[config.mk]
export PLATFORM = sky130hd
export DESIGN_NAME = sdram_sequencer
export DESIGN_NICKNAME = d
export VERILOG_FILES = /design/src/rtl/sdram_pkg.sv /design/src/rtl/sdram_sequencer.sv
export SDC_FILE = /design/constraint.sdc
export NUM_CORES = 1
export LEC_CHECK = 0
export BUFFER_PORTS_ARGS = -buffer_cell sky130_fd_sc_hd__buf_2
export CORE_AREA = 2 2 43 45
export CTS_CLUSTER_SIZE = 10
export DETAILED_ROUTE_END_ITERATION = 6
export DIE_AREA = 0 0 45 47
export PLACE_DENSITY = 0.81
export SYNTH_ARGS = -nofsm -noshare
export SYNTH_HDL_FRONTEND = slang
export SYNTH_SLANG_ARGS = --single-unit
[constraint.sdc]
create_clock -name clk -period 1.41 [get_ports clk]
set_input_delay 0.2115 -clock clk [delete_from_list [all_inputs] [get_ports clk]]
set_output_delay 0.2115 -clock clk [all_outputs]
set_load 0.03 [all_outputs]
[src/rtl/sdram_pkg.sv]
/*
 * SDRAM controller shared definitions
 * bus widths, fixed burst/CAS settings, chip command codes,
 * controller states and the structs passed between blocks
 */
`default_nettype none

package sdram_pkg;

    // host side word interface
    localparam int addr_width = 23;
    localparam int data_width = 32;

    // chip side, 16Mx16 part
    localparam int sdram_addr_width = 13;
    localparam int sdram_data_width = 16;
    localparam int col_width        = 9;
    localparam int row_width        = 13;
    localparam int bank_width       = 2;

    // fixed access shape, one 32-bit word = two 16-bit beats
    localparam int cas_latency  = 2;
    localparam int burst_length = 2;

    // width of the per-state cycle counter
    localparam int wait_width = 14;

    typedef enum logic [2:0] {
        st_init,
        st_mode,
        st_idle,
        st_active,
        st_read,
        st_write,
        st_refresh
    } state_t;

    // {cs_n, ras_n, cas_n, we_n}
    typedef enum logic [3:0] {
        cmd_deselect     = 4'b1111,
        cmd_load_mode    = 4'b0000,
        cmd_auto_refresh = 4'b0001,
        cmd_precharge    = 4'b0010,
        cmd_active       = 4'b0011,
        cmd_write        = 4'b0100,
        cmd_read         = 4'b0101,
        cmd_nop          = 4'b0111
    } cmd_t;

    // captured host request
    typedef struct packed {
        logic [addr_width-1:0] addr;
        logic [data_width-1:0] data;
        logic                  we;
    } host_req_t;

    typedef struct packed {
        logic load_mode_done;
        logic active_done;
        logic refresh_done;
        logic first_word;
        logic read_done;
        logic write_done;
    } wait_flags_t;

    // chip address pins, mode register view or column access view
    typedef union packed {
        struct packed {
            logic [2:0] reserved;
            logic       write_burst_single;
            logic [1:0] op_mode;
            logic [2:0] cas;
            logic       interleaved;
            logic [2:0] burst_len_log2;
        } mode;
        struct packed {
            logic [1:0]           upper;
            logic                 auto_precharge;
            logic                 spare;
            logic [col_width-1:0] col;
        } access;
    } sdram_a_u;

    // sequential bursts, burst writes, CAS 2, two beats
    localparam sdram_a_u mode_reg = sdram_a_u'({
        3'b000, 1'b0, 2'b00, 3'(cas_latency), 1'b0, 3'($clog2(burst_length))
    });

    // chip control outputs
    typedef struct packed {
        logic                  cke;
        cmd_t                  cmd;
        logic [bank_width-1:0] ba;
        sdram_a_u              a;
    } sdram_bus_t;

endpackage

`default_nettype wire

[src/rtl/sdram_sequencer.sv]
/*
 * SDRAM command sequencer
 * runs the power-up sequence, then the idle / active / read / write /
 * refresh loop, and registers the chip command for each transition
 * along with the next state
 */
`default_nettype none

module sdram_sequencer #(
    parameter int init_wait      = 12000,
    parameter int precharge_wait = 1,
    parameter int refresh_wait   = 4
) (
    input  wire                                 clk,
    input  wire                                 reset,
    input  wire                                 req,
    input  wire                                 we_latched,
    input  wire  [sdram_pkg::wait_width-1:0]    wait_count,
    input  sdram_pkg::wait_flags_t              wait_flags,
    input  wire                                 should_refresh,
    output sdram_pkg::state_t                   state,
    output sdram_pkg::state_t                   next_state,
    output sdram_pkg::cmd_t                     cmd,
    output logic                                cke,
    output logic                                start,
    output logic                                ack
);

    // power-up command points, in cycles from reset
    localparam int precharge_at = init_wait - 1;
    localparam int refresh1_at  = init_wait + precharge_wait - 1;
    localparam int refresh2_at  = refresh1_at + refresh_wait;
    localparam int load_mode_at = refresh2_at + refresh_wait;

    sdram_pkg::cmd_t next_cmd;

    // decision point, a new request may start here
    always_comb begin
        case (state)
            sdram_pkg::st_idle:    start = 1'b1;
            sdram_pkg::st_read:    start = wait_flags.read_done;
            sdram_pkg::st_write:   start = wait_flags.write_done;
            sdram_pkg::st_refresh: start = wait_flags.refresh_done;
            default:               start = 1'b0;
        endcase
    end

    always_comb begin
        next_state = state;
        next_cmd   = sdram_pkg::cmd_nop;

        case (state)
            sdram_pkg::st_init: begin
                if (wait_count == '0) begin
                    next_cmd = sdram_pkg::cmd_deselect;
                end else if (wait_count == precharge_at) begin
                    // precharge all, A10 set by the datapath
                    next_cmd = sdram_pkg::cmd_precharge;
                end else if (wait_count == refresh1_at || wait_count == refresh2_at) begin
                    next_cmd = sdram_pkg::cmd_auto_refresh;
                end else if (wait_count == load_mode_at) begin
                    next_state = sdram_pkg::st_mode;
                    next_cmd   = sdram_pkg::cmd_load_mode;
                end
            end

            // wait out tMRD
            sdram_pkg::st_mode: begin
                if (wait_flags.load_mode_done) begin
                    next_state = sdram_pkg::st_idle;
                end
            end

            // row open, go to column access after tRCD
            sdram_pkg::st_active: begin
                if (wait_flags.active_done) begin
                    if (we_latched) begin
                        next_state = sdram_pkg::st_write;
                        next_cmd   = sdram_pkg::cmd_write;
                    end else begin
                        next_state = sdram_pkg::st_read;
                        next_cmd   = sdram_pkg::cmd_read;
                    end
                end
            end

            // refresh beats a pending request
            sdram_pkg::st_idle,
            sdram_pkg::st_read,
            sdram_pkg::st_write,
            sdram_pkg::st_refresh: begin
                if (start) begin
                    if (should_refresh) begin
                        next_state = sdram_pkg::st_refresh;
                        next_cmd   = sdram_pkg::cmd_auto_refresh;
                    end else if (req) begin
                        next_state = sdram_pkg::st_active;
                        next_cmd   = sdram_pkg::cmd_active;
                    end else begin
                        next_state = sdram_pkg::st_idle;
                    end
                end
            end

            // unused encoding
            default: begin
                next_state = sdram_pkg::st_init;
            end
        endcase
    end

    // command goes out together with its state
    always_ff @(posedge clk or posedge reset) begin
        if (reset) begin
            state <= sdram_pkg::st_init;
            cmd   <= sdram_pkg::cmd_nop;
        end else begin
            state <= next_state;
            cmd   <= next_cmd;
        end
    end

    // request accepted, first cycle of active
    assign ack = (state == sdram_pkg::st_active) && (wait_count == '0);

    // clock enable low in the very first init cycle only
    assign cke = !((state == sdram_pkg::st_init) && (wait_count == '0));

endmodule

`default_nettype wire

# Word-level counts from Yosys, hierarchy flattened
# Cells that the tools add are included.
dict set report classes {
  eq_ne 10
  n_reduce_logical 7
  muxes 22
}
# cell count
set op_table {}
lappend op_table {{equality test 14 bit, second input constant} 4}
lappend op_table {{2-to-1 mux 3 bit} 14}
lappend op_table {{zero test 14 bit} 1}
lappend op_table {{one-hot mux 3 bit (4 select lines)} 1}
lappend op_table {{one-hot mux 4 bit (3 select lines)} 1}
lappend op_table {{equality test 3 bit, second input constant} 3}
lappend op_table {{equality test 3 x 2 -> 1 bit, second input constant} 2}
lappend op_table {{2-to-1 mux 4 bit} 1}
lappend op_table {{one-hot mux 1 bit (4 select lines)} 1}
lappend op_table {{OR reduction 4 bit} 1}
lappend op_table {{equality test 3 x 1 -> 1 bit, second input constant} 1}
lappend op_table {{zero test 3 bit} 1}
lappend op_table {{2-to-1 mux 1 bit} 3}
lappend op_table {{logical AND 1 bit} 2}
lappend op_table {{2-to-1 mux 2 bit} 1}
lappend op_table {{zero test 1 bit} 1}
lappend op_table {{logical OR 1 bit} 1}
dict set report word_totals {
  reg_bits 7
  wordCells 41
}

# Depth between registers and ports, before layout
dict set report logic_depth {
  depth_word 6
  depth_mapped 5
  depth_no_buf 5
}

# Worst setup path before layout
# Ideal clock, no wire load.
dict set report synth_path {
  path_type {reg2out}
  start {reg state[2]}
  end {out next_state[2]}
  setup_slack_ns -0.798
  path_buffers 1
  required_ns 1.199
  t_arrival_ns 1.996
  path_stages_with_launch 6
  cell_sequence {dfrtp_1 > clkbuf_1 > nand2b_1 > o22ai_1 > nand4_1 > o211ai_1}
}
dict set report synth_via {
  elab_cells_between_ends 17
  cone_classes {eq/ne: 6; mux: 9; reduce/logical: 2}
}
# item line_no
set synth_rtl {}
lappend synth_rtl {{start, declared} sdram_sequencer.sv:21} ;# output sdram_pkg::state_t state,
lappend synth_rtl {{start signal, assigned} sdram_sequencer.sv:115} ;# state <= sdram_pkg::st_init;
lappend synth_rtl {{start signal, assigned} sdram_sequencer.sv:118} ;# state <= next_state;
lappend synth_rtl {{equality test 3 bit / equality test 3 x 2 -> 1 bit (equally long branches)} sdram_sequencer.sv:39} ;# case (state)
lappend synth_rtl {{one-hot mux 1 bit (4 select lines) *} sdram_sequencer.sv:39}
lappend synth_rtl {{named net start} sdram_sequencer.sv:25} ;# output logic start,
lappend synth_rtl {{2-to-1 mux 3 bit *} sdram_sequencer.sv:92} ;# if (start) begin
lappend synth_rtl {{one-hot mux 3 bit (4 select lines) *} sdram_sequencer.sv:52} ;# case (state)
lappend synth_rtl {{end, declared} sdram_sequencer.sv:22} ;# output sdram_pkg::state_t next_state,
# The timed path passes the listed nets; every way through them passes the cells marked *.

# Final worst setup path
dict set report layout_path {
  start {reg state[0]}
  end {out next_state[2]}
}
dict set report layout_via {
  elab_chain_cells 4
  elab_cells_between_ends 11
  cone_classes {eq/ne: 6; mux: 3; reduce/logical: 2}
}
# item line_no
set layout_lines {}
lappend layout_lines {{equality test 3 bit / equality test 3 x 2 -> 1 bit (equally long branches)} {sdram_sequencer.sv:39, sdram_sequencer.sv:52}}
lappend layout_lines {{one-hot mux 1 bit (4 select lines)} sdram_sequencer.sv:39}
lappend layout_lines {{2-to-1 mux 3 bit} sdram_sequencer.sv:92}
lappend layout_lines {{one-hot mux 3 bit (4 select lines) *} sdram_sequencer.sv:52}
# Mark *: on every way between the ends. The rest lies on a longest branch, timed or not.

==> flow_metrics.tcl <==
set metrics [dict create \
    finalSetupViolCount 8 \
    final_hold_viol_count 0 \
    post-route-min-period_ns 1.83 \
    cts_max_path_buffers 2 \
    totalPowerFinal_w 0.00206 \
    p_per_area_nw_per_um2 1890 \
    hp-class "input pin to flop" \
    synth.largest_area_cell "dfrtp_1" \
    final_nets 162 \
    ff_latch_area_um2 183 \
    routed_via_density 5.34 \
    cts_buffers 3 \
    wl_per_cell_um 12.6 \
    reg2reg_depth 7 \
    fillers 138 \
    setup_ws_ns -0.418 \
    die_h_um 47 \
    yosysTopAreaCellShare 0.181 \
    reg2reg_setup_slack_ns -0.12 \
    grt_use_total 0.211 \
    antenna_cells 0 \
    areaGrowthSynthToFinish_pct 96.4 \
    critPathMaxFanout 3 \
    final_area_um2 1090 \
    grt_pass1_wl_um 3250 \
    synthCells 69 \
    cp-start-kind "flop" \
    max_freq_mhz 547 \
    final_cell_mix "buf_4, buf_2, nor2_1" \
    first_global_vias 784 \
    port_buffers 36 \
    synth.top_cells.by_area "dfrtp_1, dfstp_2, nand4_1" \
    ys_warn_count 0 \
    min_path_cells 3 \
    drive_gt1_frac 0.632 \
    reg2reg_to "cmd[2]$_DFF_PP1_" \
    drt-total-wl_um 1930 \
    die_w_um 45 \
    final_common_cell "buf_4" \
    status "complete, but fails checks" \
    tns_ns -2.04 \
    cts_sinks 7 \
    drv_cap 0 \
    drt_iter0_markers 15 \
    crit_required_ns 1.20 \
    clkSlewWorstSetupHoldPaths_ns 0.06 \
    worst_pin_slew_ns 0.301 \
    multiInputGateArea_um2 393 \
    io_pins 38 \
    hold_end "cmd[1]$_DFF_PP1_" \
    fin_crit_sh 1.30 \
    synth-seq-area-share 0.323 \
    slew_viol_final 0 \
    syn_avg_cell_area_um2 8.03 \
    critical_path_class "flop to primary output" \
    yosysUniqueCellTypes 35 \
    ys_ff_latch 7 \
    remaining_drc_errors 0 \
    initial_utilization 0.336 \
    fin_util 0.659 \
    synth_edf_count 0 \
    vdd_drop_max_mv 1.02 \
    clk_latency_ns 0.25 \
    synthesis.area_um2 554 \
    dr.pass1.iters 4 \
    die_area_um2 2120 \
    relSlewSlack 0.796 \
    rows 15 \
    root_buffer "clkbuf_4" \
    cts_tree "built" \
    dp.final_hpwl_um 1550 \
    place_area_um2 986 \
    hold_start "should_refresh" \
    arrival_ns 1.62 \
    skew_ns 0.00793 \
    gp_congestion 0.866 \
    synth_flop_cell "dfrtp_1" \
    htreeDepth 1 \
    cellLeakagePower_nw 0.518 \
    rsz0062_at_grt "true" \
    grt_max_degree 11 \
    globalRoute.totalOverflow 0 \
    antenna_found_initial 0 \
    core_um2 1650 \
    reg2reg_from "state[0]$_DFF_PP0_" \
    ant_nets 0 \
    syn_nets 94 \
    async_flop_share 1.00 \
    violations "negative setup slack" \
    via_count 817 \
    critPathCaptureType "primary output" \
]
## flip-flops by register name, indices dropped and copies added, names as in the netlist
name   cells
state      3
cmd        4
## cell usage after synthesis, types with 3 or more instances
cell	number
o22ai_1	3
nand3_1	4
nand4_1	4
o211ai_1	3
nor2_1	5
nand2_1	3
inv_1	4
nor3_1	5
dfstp_2	3
dfrtp_1	4
nand2b_1	3
## per-stage QoR
| step | cells | hold slack, ns | worst slack (ns) |
|---|---|---|---|
| finish | 153 | 0.279 | -0.418 |
| global route | 153 | 0.285 | -0.478 |
| CTS | 153 | 0.252 | -0.423 |
| detailed placement | 145 | 0.139 | -0.376 |
| global placement | 145 | 0.134 | -0.363 |
| floorplan | 69 | 0.0125 | -0.360 |
## final cells by class
type                       instances  share of cell area
timing repair buffer              66               0.399
multi-input combinational         52               0.361
sequential                         7               0.168
inverter                           7              0.0287
clock buffer                       4              0.0241
tap                               17              0.0195
## report_power, final
| group | internal, W | switching, W | total, W |
|---|---|---|---|
| combinational | 0.000651 | 0.000818 | 0.00147 |
| sequential | 0.000320 | 0.0000837 | 0.000403 |
| clock | 0.000108 | 0.0000749 | 0.000183 |
| total | 0.00108 | 0.000977 | 0.00206 |
## timing repair
action	4_1_cts	5_1_grt
hold endpoints to repair	4	0
endpoints found under the setup margin	6	8
pin swaps	5	2
setup buffers	3	0
gates resized for setup	12	0
hold buffers	1	0
## how the worst max path moves through the flow
stage                                  start            end  slack (ns)  cells past startpoint
after floorplan           state[0]$_DFF_PP0_  next_state[2]       -0.36                      5
after global placement         wait_count[8]  next_state[0]       -0.36                      5
after detailed placement       wait_count[8]  next_state[0]       -0.38                      5
after CTS                 state[0]$_DFF_PP0_  next_state[2]       -0.42                      5
after global routing      state[0]$_DFF_PP0_  next_state[2]       -0.48                      5
final                     state[0]$_DFF_PP0_  next_state[2]       -0.42                      5
## kinds of logic (layout without fill, tap and decap cells)
logic type             Yosys count  after routing  synth area share
AO/OA/AOI/OAI                   17             17             0.239
buffers and inverters           10             77            0.0700
flip-flops                       7              7             0.323
multiplexers                     1              1            0.0181
AND/OR/NAND/NOR                 34             34             0.350
## per-layer routing
| layer | global-route usage | wire length, um | up-vias | share of wire |
|---|---|---|---|---|
| met4 | 0.124 | 64 | 0 | 0.033 |
| met2 | 0.397 | 969 | 32 | 0.50 |
| met5 | 0 | 0 | - | 0 |
| met3 | 0.0192 | 97 | 7 | 0.050 |
| li1 | - | - | 400 | - |
| met1 | 0.230 | 800 | 378 | 0.41 |
## critical path, stage by stage, from the launching register on
cell,delay [ns]
dfrtp_2,0.43
mux2i_2,0.19
or2_1,0.25
o211ai_1,0.17
o211ai_1,0.13
buf_4,0.19
Power figures use the tool's default switching activity.
