### src/rtl/sdram_pkg.sv
/*
 * SDRAM controller shared definitions
 * bus widths, fixed burst/CAS settings, chip command codes,
 * controller states and the structs passed between blocks
 */
`default_nettype none

package sdram_pkg;

    // host side word interface
    localparam int addr_width = 23;
    localparam int data_width = 32;

    // chip side, 16Mx16 part
    localparam int sdram_addr_width = 13;
    localparam int sdram_data_width = 16;
    localparam int col_width        = 9;
    localparam int row_width        = 13;
    localparam int bank_width       = 2;

    // fixed access shape, one 32-bit word = two 16-bit beats
    localparam int cas_latency  = 2;
    localparam int burst_length = 2;

    // width of the per-state cycle counter
    localparam int wait_width = 14;

    typedef enum logic [2:0] {
        st_init,
        st_mode,
        st_idle,
        st_active,
        st_read,
        st_write,
        st_refresh
    } state_t;

    // {cs_n, ras_n, cas_n, we_n}
    typedef enum logic [3:0] {
        cmd_deselect     = 4'b1111,
        cmd_load_mode    = 4'b0000,
        cmd_auto_refresh = 4'b0001,
        cmd_precharge    = 4'b0010,
        cmd_active       = 4'b0011,
        cmd_write        = 4'b0100,
        cmd_read         = 4'b0101,
        cmd_nop          = 4'b0111
    } cmd_t;

    // captured host request
    typedef struct packed {
        logic [addr_width-1:0] addr;
        logic [data_width-1:0] data;
        logic                  we;
    } host_req_t;

    typedef struct packed {
        logic load_mode_done;
        logic active_done;
        logic refresh_done;
        logic first_word;
        logic read_done;
        logic write_done;
    } wait_flags_t;

    // chip address pins, mode register view or column access view
    typedef union packed {
        struct packed {
            logic [2:0] reserved;
            logic       write_burst_single;
            logic [1:0] op_mode;
            logic [2:0] cas;
            logic       interleaved;
            logic [2:0] burst_len_log2;
        } mode;
        struct packed {
            logic [1:0]           upper;
            logic                 auto_precharge;
            logic                 spare;
            logic [col_width-1:0] col;
        } access;
    } sdram_a_u;

    // sequential bursts, burst writes, CAS 2, two beats
    localparam sdram_a_u mode_reg = sdram_a_u'({
        3'b000, 1'b0, 2'b00, 3'(cas_latency), 1'b0, 3'($clog2(burst_length))
    });

    // chip control outputs
    typedef struct packed {
        logic                  cke;
        cmd_t                  cmd;
        logic [bank_width-1:0] ba;
        sdram_a_u              a;
    } sdram_bus_t;

endpackage

`default_nettype wire

### src/rtl/sdram_timer.sv
/*
 * SDRAM wait timer
 * counts cycles spent in the current state, runs the refresh
 * interval counter and decodes the per-state done flags
 */
`default_nettype none

module sdram_timer #(
    parameter int load_mode_wait      = 1,
    parameter int active_wait         = 1,
    parameter int refresh_wait        = 4,
    parameter int write_recovery_wait = 2,
    parameter int refresh_interval    = 458
) (
    input  wire                                 clk,
    input  wire                                 reset,
    input  sdram_pkg::state_t                   state,
    input  sdram_pkg::state_t                   next_state,
    output logic [sdram_pkg::wait_width-1:0]    wait_count,
    output sdram_pkg::wait_flags_t              wait_flags,
    output logic                                should_refresh
);

    localparam int read_wait     = sdram_pkg::cas_latency + sdram_pkg::burst_length;
    localparam int write_wait    = sdram_pkg::burst_length + write_recovery_wait;
    localparam int refresh_width = $clog2(refresh_interval + 1);

    logic [refresh_width-1:0] refresh_count;

    // restarts on every state change
    always_ff @(posedge clk or posedge reset) begin
        if (reset) begin
            wait_count <= '0;
        end else if (state != next_state) begin
            wait_count <= '0;
        end else begin
            wait_count <= wait_count + 1'b1;
        end
    end

    // restart at first refresh cycle, hold once the interval is up
    always_ff @(posedge clk or posedge reset) begin
        if (reset) begin
            refresh_count <= '0;
        end else if (state == sdram_pkg::st_refresh && wait_count == '0) begin
            refresh_count <= '0;
        end else if (!should_refresh) begin
            refresh_count <= refresh_count + 1'b1;
        end
    end

    assign should_refresh = (refresh_count >= refresh_interval - 1);

    // last cycle of each timed state
    assign wait_flags.load_mode_done = (wait_count == load_mode_wait - 1);
    assign wait_flags.active_done    = (wait_count == active_wait - 1);
    assign wait_flags.refresh_done   = (wait_count == refresh_wait - 1);
    // high beat arrives cas_latency after the read command
    assign wait_flags.first_word     = (wait_count == sdram_pkg::cas_latency);
    assign wait_flags.read_done      = (wait_count == read_wait - 1);
    assign wait_flags.write_done     = (wait_count == write_wait - 1);

endmodule

`default_nettype wire
### config.mk
export PLATFORM = sky130hd
export DESIGN_NAME = sdram_timer
export DESIGN_NICKNAME = d
export VERILOG_FILES = /design/src/rtl/sdram_pkg.sv /design/src/rtl/sdram_timer.sv
export SDC_FILE = /design/constraint.sdc
export NUM_CORES = 1
export LEC_CHECK = 0
export BUFFER_PORTS_ARGS = -buffer_cell sky130_fd_sc_hd__buf_2
export CAP_MARGIN = 20
export CORE_UTILIZATION = 47
export CTS_CLUSTER_DIAMETER = 200
export DETAILED_ROUTE_END_ITERATION = 8
export PLACE_DENSITY = 0.74
export RECOVER_POWER = 50
export SLEW_MARGIN = 20
export SYNTH_ARGS = -nofsm -noshare
export SYNTH_HDL_FRONTEND = slang
export SYNTH_SLANG_ARGS = --single-unit
### constraint.sdc
create_clock -name clk -period 1.6 [get_ports clk]
set_input_delay 0.32 -clock clk [delete_from_list [all_inputs] [get_ports clk]]
set_output_delay 0.32 -clock clk [all_outputs]
set_load 0.02 [all_outputs]
======== Word level (Yosys, flattened, before mapping) ========
Index checks and enable logic that the tools add are counted.
operators by class
  add/subtract/negate cells ............... 2
  mux-type cells .......................... 3
  $lt $le $gt $ge ......................... 1
  eq/ne operators ......................... 5
  reductions and logical operators ........ 2
operators with widths
  kind                                                      count
  equality test 14 x 2 -> 1 bit, second input constant      2
  two-way mux 9 bit                                         2
  adder 14 x 1 -> 14 bit, second input constant             1
  zero test 14 bit                                          1
  two-way mux 14 bit                                        1
  adder 9 x 1 -> 9 bit, second input constant               1
  greater-or-equal comparator 9 bit, second input constant  1
  equality test 3 bit, second input constant                1
  != test 3 bit                                             1
  != test 2 x 1 -> 1 bit, second input constant             1
  logical AND 1 bit                                         1
word-level totals
  bits in registers ....................... 23
  word-level logic and storage cells ...... 15

======== Longest topological paths before layout ========
Gate-level depths: netlist of run 1.
  depth in word-level cells ............... 3
  gate-level depth with buffers ........... 6

======== Worst setup path after synthesis of run 1 ========
OpenSTA, ideal clock, no wires.
  path type ............................... register to register
  from .................................... register refresh_count[0]
  to ...................................... register refresh_count[3]
  slack ................................... -0.169 ns
  arrival ................................. 1.696 ns
  stages on the path, launching flop included .. 6
  path through ............................ dfrtp_1 > ha_1 > o41ai_2 > a21oi_2 > or3_1 > a21oi_2
RTL lines
  element                                  RTL line           source
  start, declared                          sdram_timer.sv:28  logic [refresh_width-1:0] refresh_count;
  start signal, assigned                   sdram_timer.sv:48  refresh_count <= refresh_count + 1'b1;
  greater-or-equal comparator 9 bit        sdram_timer.sv:52  assign should_refresh = (refresh_count >= refresh_interval - 1);
  named net should_refresh                 sdram_timer.sv:21  output logic should_refresh
  != test 2 x 1 -> 1 bit (no source line)  n/a
The timed path passes the listed nets, and every way through them passes these cells. The select of a mux whose other input is x is not followed.
A chain may end at the register's enable or synchronous reset.

==> metrics.sh, run 1 <==
STATUS='complete, but fails checks'
VIOLATIONS_IN_THE_FINAL_REPORTS='setup timing'
MIN_PERIOD_NS=1.88
FILLER_CELL_COUNT=191
AREA_GROWTH_SYN_TO_LAYOUT_PCT=38.6
WORST-SLEW-PIN-TRANSITION_NS=1.25
VIAS=1161
SETUP_REPAIR_AFTER_GLOBAL_ROUTING_MISSED_ITS_MARGIN='true'
CRITICAL_PATH_REQUIRED_NS=1.28
CTS_INSERTED_BUFFERS=3
LEADING_CELL_TYPES_BY_TOTAL_AREA_AFTER_SYNTHESIS='dfrtp_1 46%, xnor2_1 7.6%, nor2_1 5.9%, ha_1 5.0%, xor2_1 4.2%'
YOSYSUNIQUECELLTYPES=30
GRT_USAGE_PCT=21.1
DRT_FIRST_PASS_ITERS=4
NUMBER_OF_ENABLE_FLIP_FLOP_CELLS_AFTER_SYNTHESIS=0
MOST_AREA_HUNGRY_CELL_TYPE_IN_THE_YOSYS_NETLIST='dfrtp_1'
CTS.REPORTEDPATHS.CLKPINSLEW_NS=0.13
CRIT_FAMILY='simple AND/OR/NAND/NOR gates'
CELLPOWERDENSITY_nW_PER_UM2=854
CRITPATHCAPTURE='wait_flags[1]'
DIE_HEIGHT_UM=53.8
POST_SYNTH_INST_COUNT=133
SYNTH_SEQ_AREA_SHARE_PCT=45.6
PORT_BUFFERS=28
FINALWIRELENGTH_UM=2840
SYNTH_LARGEST_TYPE_AREA_FRACTION_PCT=45.6
HPWL_DP_UM=1930
FIRST_ITER_VIOLATIONS=27
FINALWORSTSETUPSLACK_NS=-0.277
DIEWIDTH_UM=53.8
STARTING_DENSITY_OF_THE_CORE_PCT=50.5
SYNTH_WARNINGS=0
VIAS_PER_CELL=5.45
WORSTPATHBUFFERINVERTERCOUNT=1
HIGHEST_ATTAINABLE_CLOCK_FREQUENCY_MHz=533
MAX-SLEW-MARGIN-REL_PCT=16.9
CLOCK-SINKS=23
GRT_FIRST_PASS_WIRELENGTH_UM=4290
AREA_ENCLOSED_BY_THE_DIE_BOUNDARY_UM2=2900
LAYOUTNONFILLERINSTCOUNT=213
NUMBER_OF_NETS_IN_THE_LAYOUT=197
REGTOREGSETUPSLACK_NS=-0.07
SYNTH.CELLS.MOST_FREQUENT='23 x dfrtp_1, 20 x nor2_1, 11 x xnor2_1'
SYNTH_TOP_FLOP_CELL='dfrtp_1'
CLOCK_TREE_FROM_TRITONCTS='built'
MAXCAPVIOLCOUNT=0
POSTSYNTH.ASYNCRESETSHARE_PCT=100
SUMMED_INSTANCE_AREA_OF_THE_SYNTHESIZED_NETLIST_UM2=1260
GPL.FINAL_WEIGHTED_CONGESTION=0.811
FINAL_HOLD_VIOL_COUNT=0
GR_OVFL_TOTAL=0
WORSTPATHARRIVAL_NS=1.56
STANDARD_CELL_ROWS=18
IOPINCOUNT=29
CTSHTREEMAXLEVEL=1
REPORT.POWER.TOTAL_mW=1.49
CRITICAL_PATH_CELL_COUNT=4
FINALSETUPVIOLATIONS=9
NET_COUNT_AFTER_SYNTHESIS=146
WORST_CLOCK_SKEW_NS=0.000989
WORSTSKEWPAIRLATENCY_NS=0.32
CLOCK_TREE.BUFFER_DEPTH=2
ROUTE.ANTENNA.REMAINING_NETS=0
STARTPOINT_TYPE='flop'
WORSTSETUPPATHTYPE='flop to output port'
TIMING.CRITICAL_PATH.SLOWEST_STAGE_CELL='dfrtp_2'
ANTENNA_CELLS=0
CRITPATHCAPTURETYPE='output port'
ROUTEDWLPERCELL_UM=13.3
SLEW_VIOL_FINAL=0
CP_CELL_SEQUENCE='nor4_2 -> and3_4 -> and2_4 -> buf_6'
CRITICAL_PATH.REG2REG.ENDPOINT='refresh_count[3]'
HP-CLASS='input pin to async pin'
ANTENNA_FOUND_INITIAL=0
CORE_OUTLINE_AREA_UM2=2500
CRITPATHMAXSTAGEDELAY_NS=0.43
IR_DROP_V=0.000792
CTS.ROOT.BUFFER_CELL='clkbuf_4'
ROUTE.DETAILED.DRC=0
GRT_PASS1_VIAS=1017
SYNTH.FF_LATCH_COUNT=23
NUMPLACEDINSTANCES=204
SYNTH_MOST_COMMON_CELL='dfrtp_1'
FINAL_LAYOUT_SIZE_SUFFIX_GT1_SHARE_PCT=43.7
FINAL_MIN_PERIOD_OVER_CLOCK_PERIOD_PCT=117
STARTPOINT='wait_count[9]'
SYNTHESIZED_AREA_PER_CELL_UM2=9.49
R2R_CELLS=6
CELL_LEAKAGE_POWER_nW=0.788
CRITICAL_PATH_PEAK_FANOUT=4
LARGEST_NET_DEGREE_AT_THE_START_OF_GLOBAL_ROUTING=24
CRITICAL_PATH.REG2REG.STARTPOINT='refresh_count[1]'
-- registers in the layout, indices dropped and copies added (netlist names) --
signal and cells:
refresh_count 9, wait_count 14
-- metal layers --
metal | part of all wire (%) | track usage [%]
met5 | 0 | 0
met3 | 4.8 | 2.82
met1 | 43 | 26.2
met4 | 1.6 | 8.77
met2 | 50 | 36.4
-- metrics by stage --
stage               hold WS [ns]  cell area, um2  util, %  setup WS (ns)  setup TNS [ns]
global route               0.474            1750     70.0         -0.366           -3.01
floorplan                  0.322            1280        -       -0.00985        -0.00985
CTS                       0.0126            1690     67.8         -0.287           -2.05
finish                     0.371            1750     70.0         -0.277           -1.99
detailed placement         0.374            1570     62.7        -0.0195         -0.0195
global placement           0.368            1570     62.7        0.00476               0
-- worst reg2reg max path, stage by stage (launching register included) --
cell	delay [ns]
dfrtp_1	0.44
buf_6	0.14
o41ai_4	0.36
a21oi_4	0.10
buf_6	0.14
or3_4	0.32
a21oi_2	0.11
-- worst min-delay path by stage --
stage           from          endpoint  slack [ns]  depth (start not counted)
6_report       reset    wait_count[11]        0.37                          3
5_1_grt        reset    wait_count[11]        0.47                          3
4_1_cts        reset    wait_count[11]        0.01                          3
3_5_place_dp   reset    wait_count[11]        0.37                          3
3_3_place_gp   reset    wait_count[12]        0.37                          3
2_1_floorplan  reset  refresh_count[0]        0.32                          1
-- cell usage in the layout, fill, tap and decap left out, types with 2 or more instances in the layout --
master | synthesis | layout
o21ai_0 | 4 | 4
or3_4 | 0 | 2
nand3_2 | 1 | 2
xor2_1 | 6 | 6
nand2_1 | 5 | 5
ha_1 | 5 | 4
nand3_1 | 8 | 7
nor4_2 | 0 | 2
xnor2_1 | 11 | 11
buf_6 | 0 | 8
buf_4 | 3 | 18
and2_4 | 0 | 2
a21oi_1 | 3 | 2
nor4_1 | 7 | 4
or3_1 | 4 | 2
clkbuf_1 | 1 | 3
clkbuf_4 | 0 | 3
a21oi_2 | 2 | 2
dfrtp_2 | 0 | 7
nor3_1 | 4 | 3
nor2_1 | 20 | 20
inv_1 | 8 | 7
nand4_1 | 3 | 3
dfrtp_1 | 23 | 16
buf_2 | 1 | 22
-- cells by family after synthesis --
group,synth area share (%)
flops,45.6
fa+ha+maj,4.96
xor+xnor,11.8
compound gates,6.54
buf+inv,4.86
simple gates,26.3
-- cell type report --
cell class	count	area (um2)	share of cell area (%)
multi-input cells	97	723	41.3
flip-flops and latches	23	584	33.4
repair buffers	51	347	19.8
well taps	30	37.5	2.15
inverters	8	30.0	1.72
clock buffers	3	22.5	1.29
clock inverters	1	5.00	0.286
-- power by group --
group          switching, mW  total (mW)  internal, mW
Combinational          0.206       0.469         0.263
Sequential             0.101       0.742         0.641
Clock                  0.189       0.283        0.0939
Total                  0.496        1.49         0.998
-- repair_timing --
item,4_1_cts,5_1_grt
pin swaps,5,4
resized for setup,17,12
hold buffers,0,0
setup endpoints to repair,9,11
buffers inserted,4,1
Note: power is estimated with default switching activity, not from simulation.
==> inputs of run 2 (changes only) <==
- GPL_TIMING_DRIVEN: default -> 0
- PLACE_DENSITY: 0.74 -> 0.84
- RECOVER_POWER: 50 -> 100
==> run 2 against run 1 <==
Clock power is 2% lower. Clock skew is 0.0055 ns higher. Die area stayed put. Maximum frequency is 9.2% lower. The run still ends with setup timing left. Sequential power hardly changed.
==> metrics.sh, run 2 (synthesized netlist as in run 1, its figures left out) <==
STATUS='complete, but fails checks'
VIOLATIONS_IN_THE_FINAL_REPORTS='setup timing'
WORSTSKEWPAIRLATENCY_NS=0.32
FIN_HOLD_WS_NS=0.144
AREA_ENCLOSED_BY_THE_DIE_BOUNDARY_UM2=2900
LARGESTREGISTERS='wait_count x14, refresh_count x9'
POST-ROUTE-CELL-AREA_UM2=1760
POWER.CLOCK.FRACTION_PCT=18.8
GR_OVFL_TOTAL=0
DIE_HEIGHT_UM=53.8
SWITCHING_SHARE_OF_TOTAL_POWER_PCT=33.6
ANTENNA_FOUND_INITIAL=0
GRT_USAGE_PCT=25.3
LARGEST_REGISTER_FF_COUNT=14
AREA_GROWTH_SYN_TO_LAYOUT_PCT=39.3
CRITPATHCAPTURETYPE='output port'
NUMPLACEDINSTANCES=191
TNS_NS=-3.51
MAXCAPVIOLCOUNT=0
CTS.ROOT.BUFFER_CELL='clkbuf_4'
STANDARD_CELL_ROWS=18
SLEW_VIOL_FINAL=0
CLOCK_TREE.BUFFER_DEPTH=2
HPWL_DP_UM=2080
FINALWORSTSETUPSLACK_NS=-0.468
STARTPOINT_TYPE='flop'
NUMBER_OF_NETS_IN_THE_LAYOUT=193
DRT_FIRST_PASS_ITERS=4
CRITICAL_PATH_PEAK_FANOUT=5
CELLPOWERDENSITY_nW_PER_UM2=838
FIRST_ITER_VIOLATIONS=41
VIAS_PER_CELL=5.68
LAYOUTNONFILLERINSTCOUNT=209
CLOCK_TREE_FROM_TRITONCTS='built'
GRT_PASS1_VIAS=1064
CELLINTERNALPOWER_mW=0.979
HIGHEST_ATTAINABLE_CLOCK_FREQUENCY_MHz=484
HP-CLASS='input pin to async pin'
CTS_INSERTED_BUFFERS=3
WORST_CLOCK_SKEW_NS=0.00654
MIN_PERIOD_NS=2.07
CTS.HOLD.BUFFERS_ADDED=0
DPL-INSTANCE-AREA_UM2=1460
MOSTFREQUENTLAYOUTCELLS='22 x buf_2, 19 x nor2_1, 14 x dfrtp_1'
IOPINCOUNT=29
MAX_FLOP_REGISTER='wait_count'
GRT_FIRST_PASS_WIRELENGTH_UM=5130
COMB_PWR_SHARE_PCT=31.0
WORSTSETUPPATHTYPE='flop to output port'
CLOCK-SINKS=23
WORSTPATHARRIVAL_NS=1.75
CTSHTREEMAXLEVEL=1
MAX-SLEW-MARGIN-REL_PCT=43.5
FINAL_MIN_PERIOD_OVER_CLOCK_PERIOD_PCT=129
CRITICAL_PATH_REQUIRED_NS=1.28
SEQUENTIALPOWERSHARE_PCT=50.2
FINALSETUPVIOLATIONS=17
FINALWIRELENGTH_UM=3390
ROUTE.DETAILED.DRC=0
VIAS=1187
ROUTEDWLPERCELL_UM=16.2
IR_DROP_V=0.000603
LARGEST_NET_DEGREE_AT_THE_START_OF_GLOBAL_ROUTING=24
FINAL_LAYOUT_SIZE_SUFFIX_GT1_SHARE_PCT=45.8
CELL_LEAKAGE_POWER_nW=0.782
ROUTE.ANTENNA.REMAINING_NETS=0
SETUP_REPAIR_AFTER_GLOBAL_ROUTING_MISSED_ITS_MARGIN='true'
DIEWIDTH_UM=53.8
GPL.FINAL_WEIGHTED_CONGESTION=0.811
STARTING_DENSITY_OF_THE_CORE_PCT=50.5
FINAL_HOLD_VIOL_COUNT=0
CTS.REPORTEDPATHS.CLKPINSLEW_NS=0.13
ANTENNA_CELLS=0
MOST_FREQUENT_STANDARD_CELL_IN_THE_LAYOUT_EXCLUDING_FILL_AND_TAP_CELLS='buf_2'
SWITCHING_POWER_mW=0.495
CORE_OUTLINE_AREA_UM2=2500
PLACE_WS_NS=-0.147
PORT_BUFFERS=28
WORST-SLEW-PIN-TRANSITION_NS=0.847
run 2: layout make-up:
type / instances / area (um2)
Buffer: 5 / 45.0
Clock buffer: 4 / 26.3
Fill cell: 161 / 741
Inverter: 8 / 30.0
Multi-Input combinational cell: 97 / 739
Sequential cell: 23 / 587
Tap cell: 30 / 37.5
Timing Repair Buffer: 42 / 294
run 2: power by group through the flow:
stage	Sequential, mW	Combinational [mW]	Clock [mW]
2_1_floorplan	0.721	0.224	0
3_3_place_gp	0.731	0.262	0
3_5_place_dp	0.742	0.285	0
4_1_cts	0.727	0.419	0.268
5_1_grt	0.745	0.499	0.296
6_report	0.740	0.457	0.277
run 2: critical path, stage by stage, from the launching register on:
cell,delay [ns]
dfrtp_2,0.47
nor4_1,0.33
and3_4,0.27
and2_4,0.16
buf_6,0.09
buf_6,0.10
run 2: timing repair:
item | 4_1_cts | 5_1_grt
pin swaps | 10 | 4
endpoints found under the setup margin | 17 | 18
resized for setup | 27 | 13
setup buffers | 13 | 1
run 2: per-stage QoR:
step | power [mW] | utilization [%]
floorplan | 0.945 | -
global placement | 0.993 | 58.5
detailed placement | 1.03 | 58.5
CTS | 1.41 | 67.9
global route | 1.54 | 70.4
finish | 1.47 | 70.4
run 2: layer usage:
metal / GRT usage (%) / routed length [um] / vias up
met3: 2.82 / 182 / 11
met4: 9.21 / 77 / 0
met2: 43.6 / 1730 / 54
met5: 0 / 0 / -
met1: 32.4 / 1390 / 575
li1: - / - / 547
run 2: worst paths after layout:
check,depth (start not counted),startpoint,slack [ns],end
hold reg to reg,1,wait_count[0],0.53,wait_count[0]
setup reg to reg,6,refresh_count[0],-0.18,refresh_count[2]
max in group asynchronous,2,reset,0.88,wait_count[5]
min in group clk,4,next_state[1],0.38,wait_count[6]
hold / removal,2,reset,0.14,refresh_count[6]
setup / recovery,5,wait_count[4],-0.47,wait_flags[1]
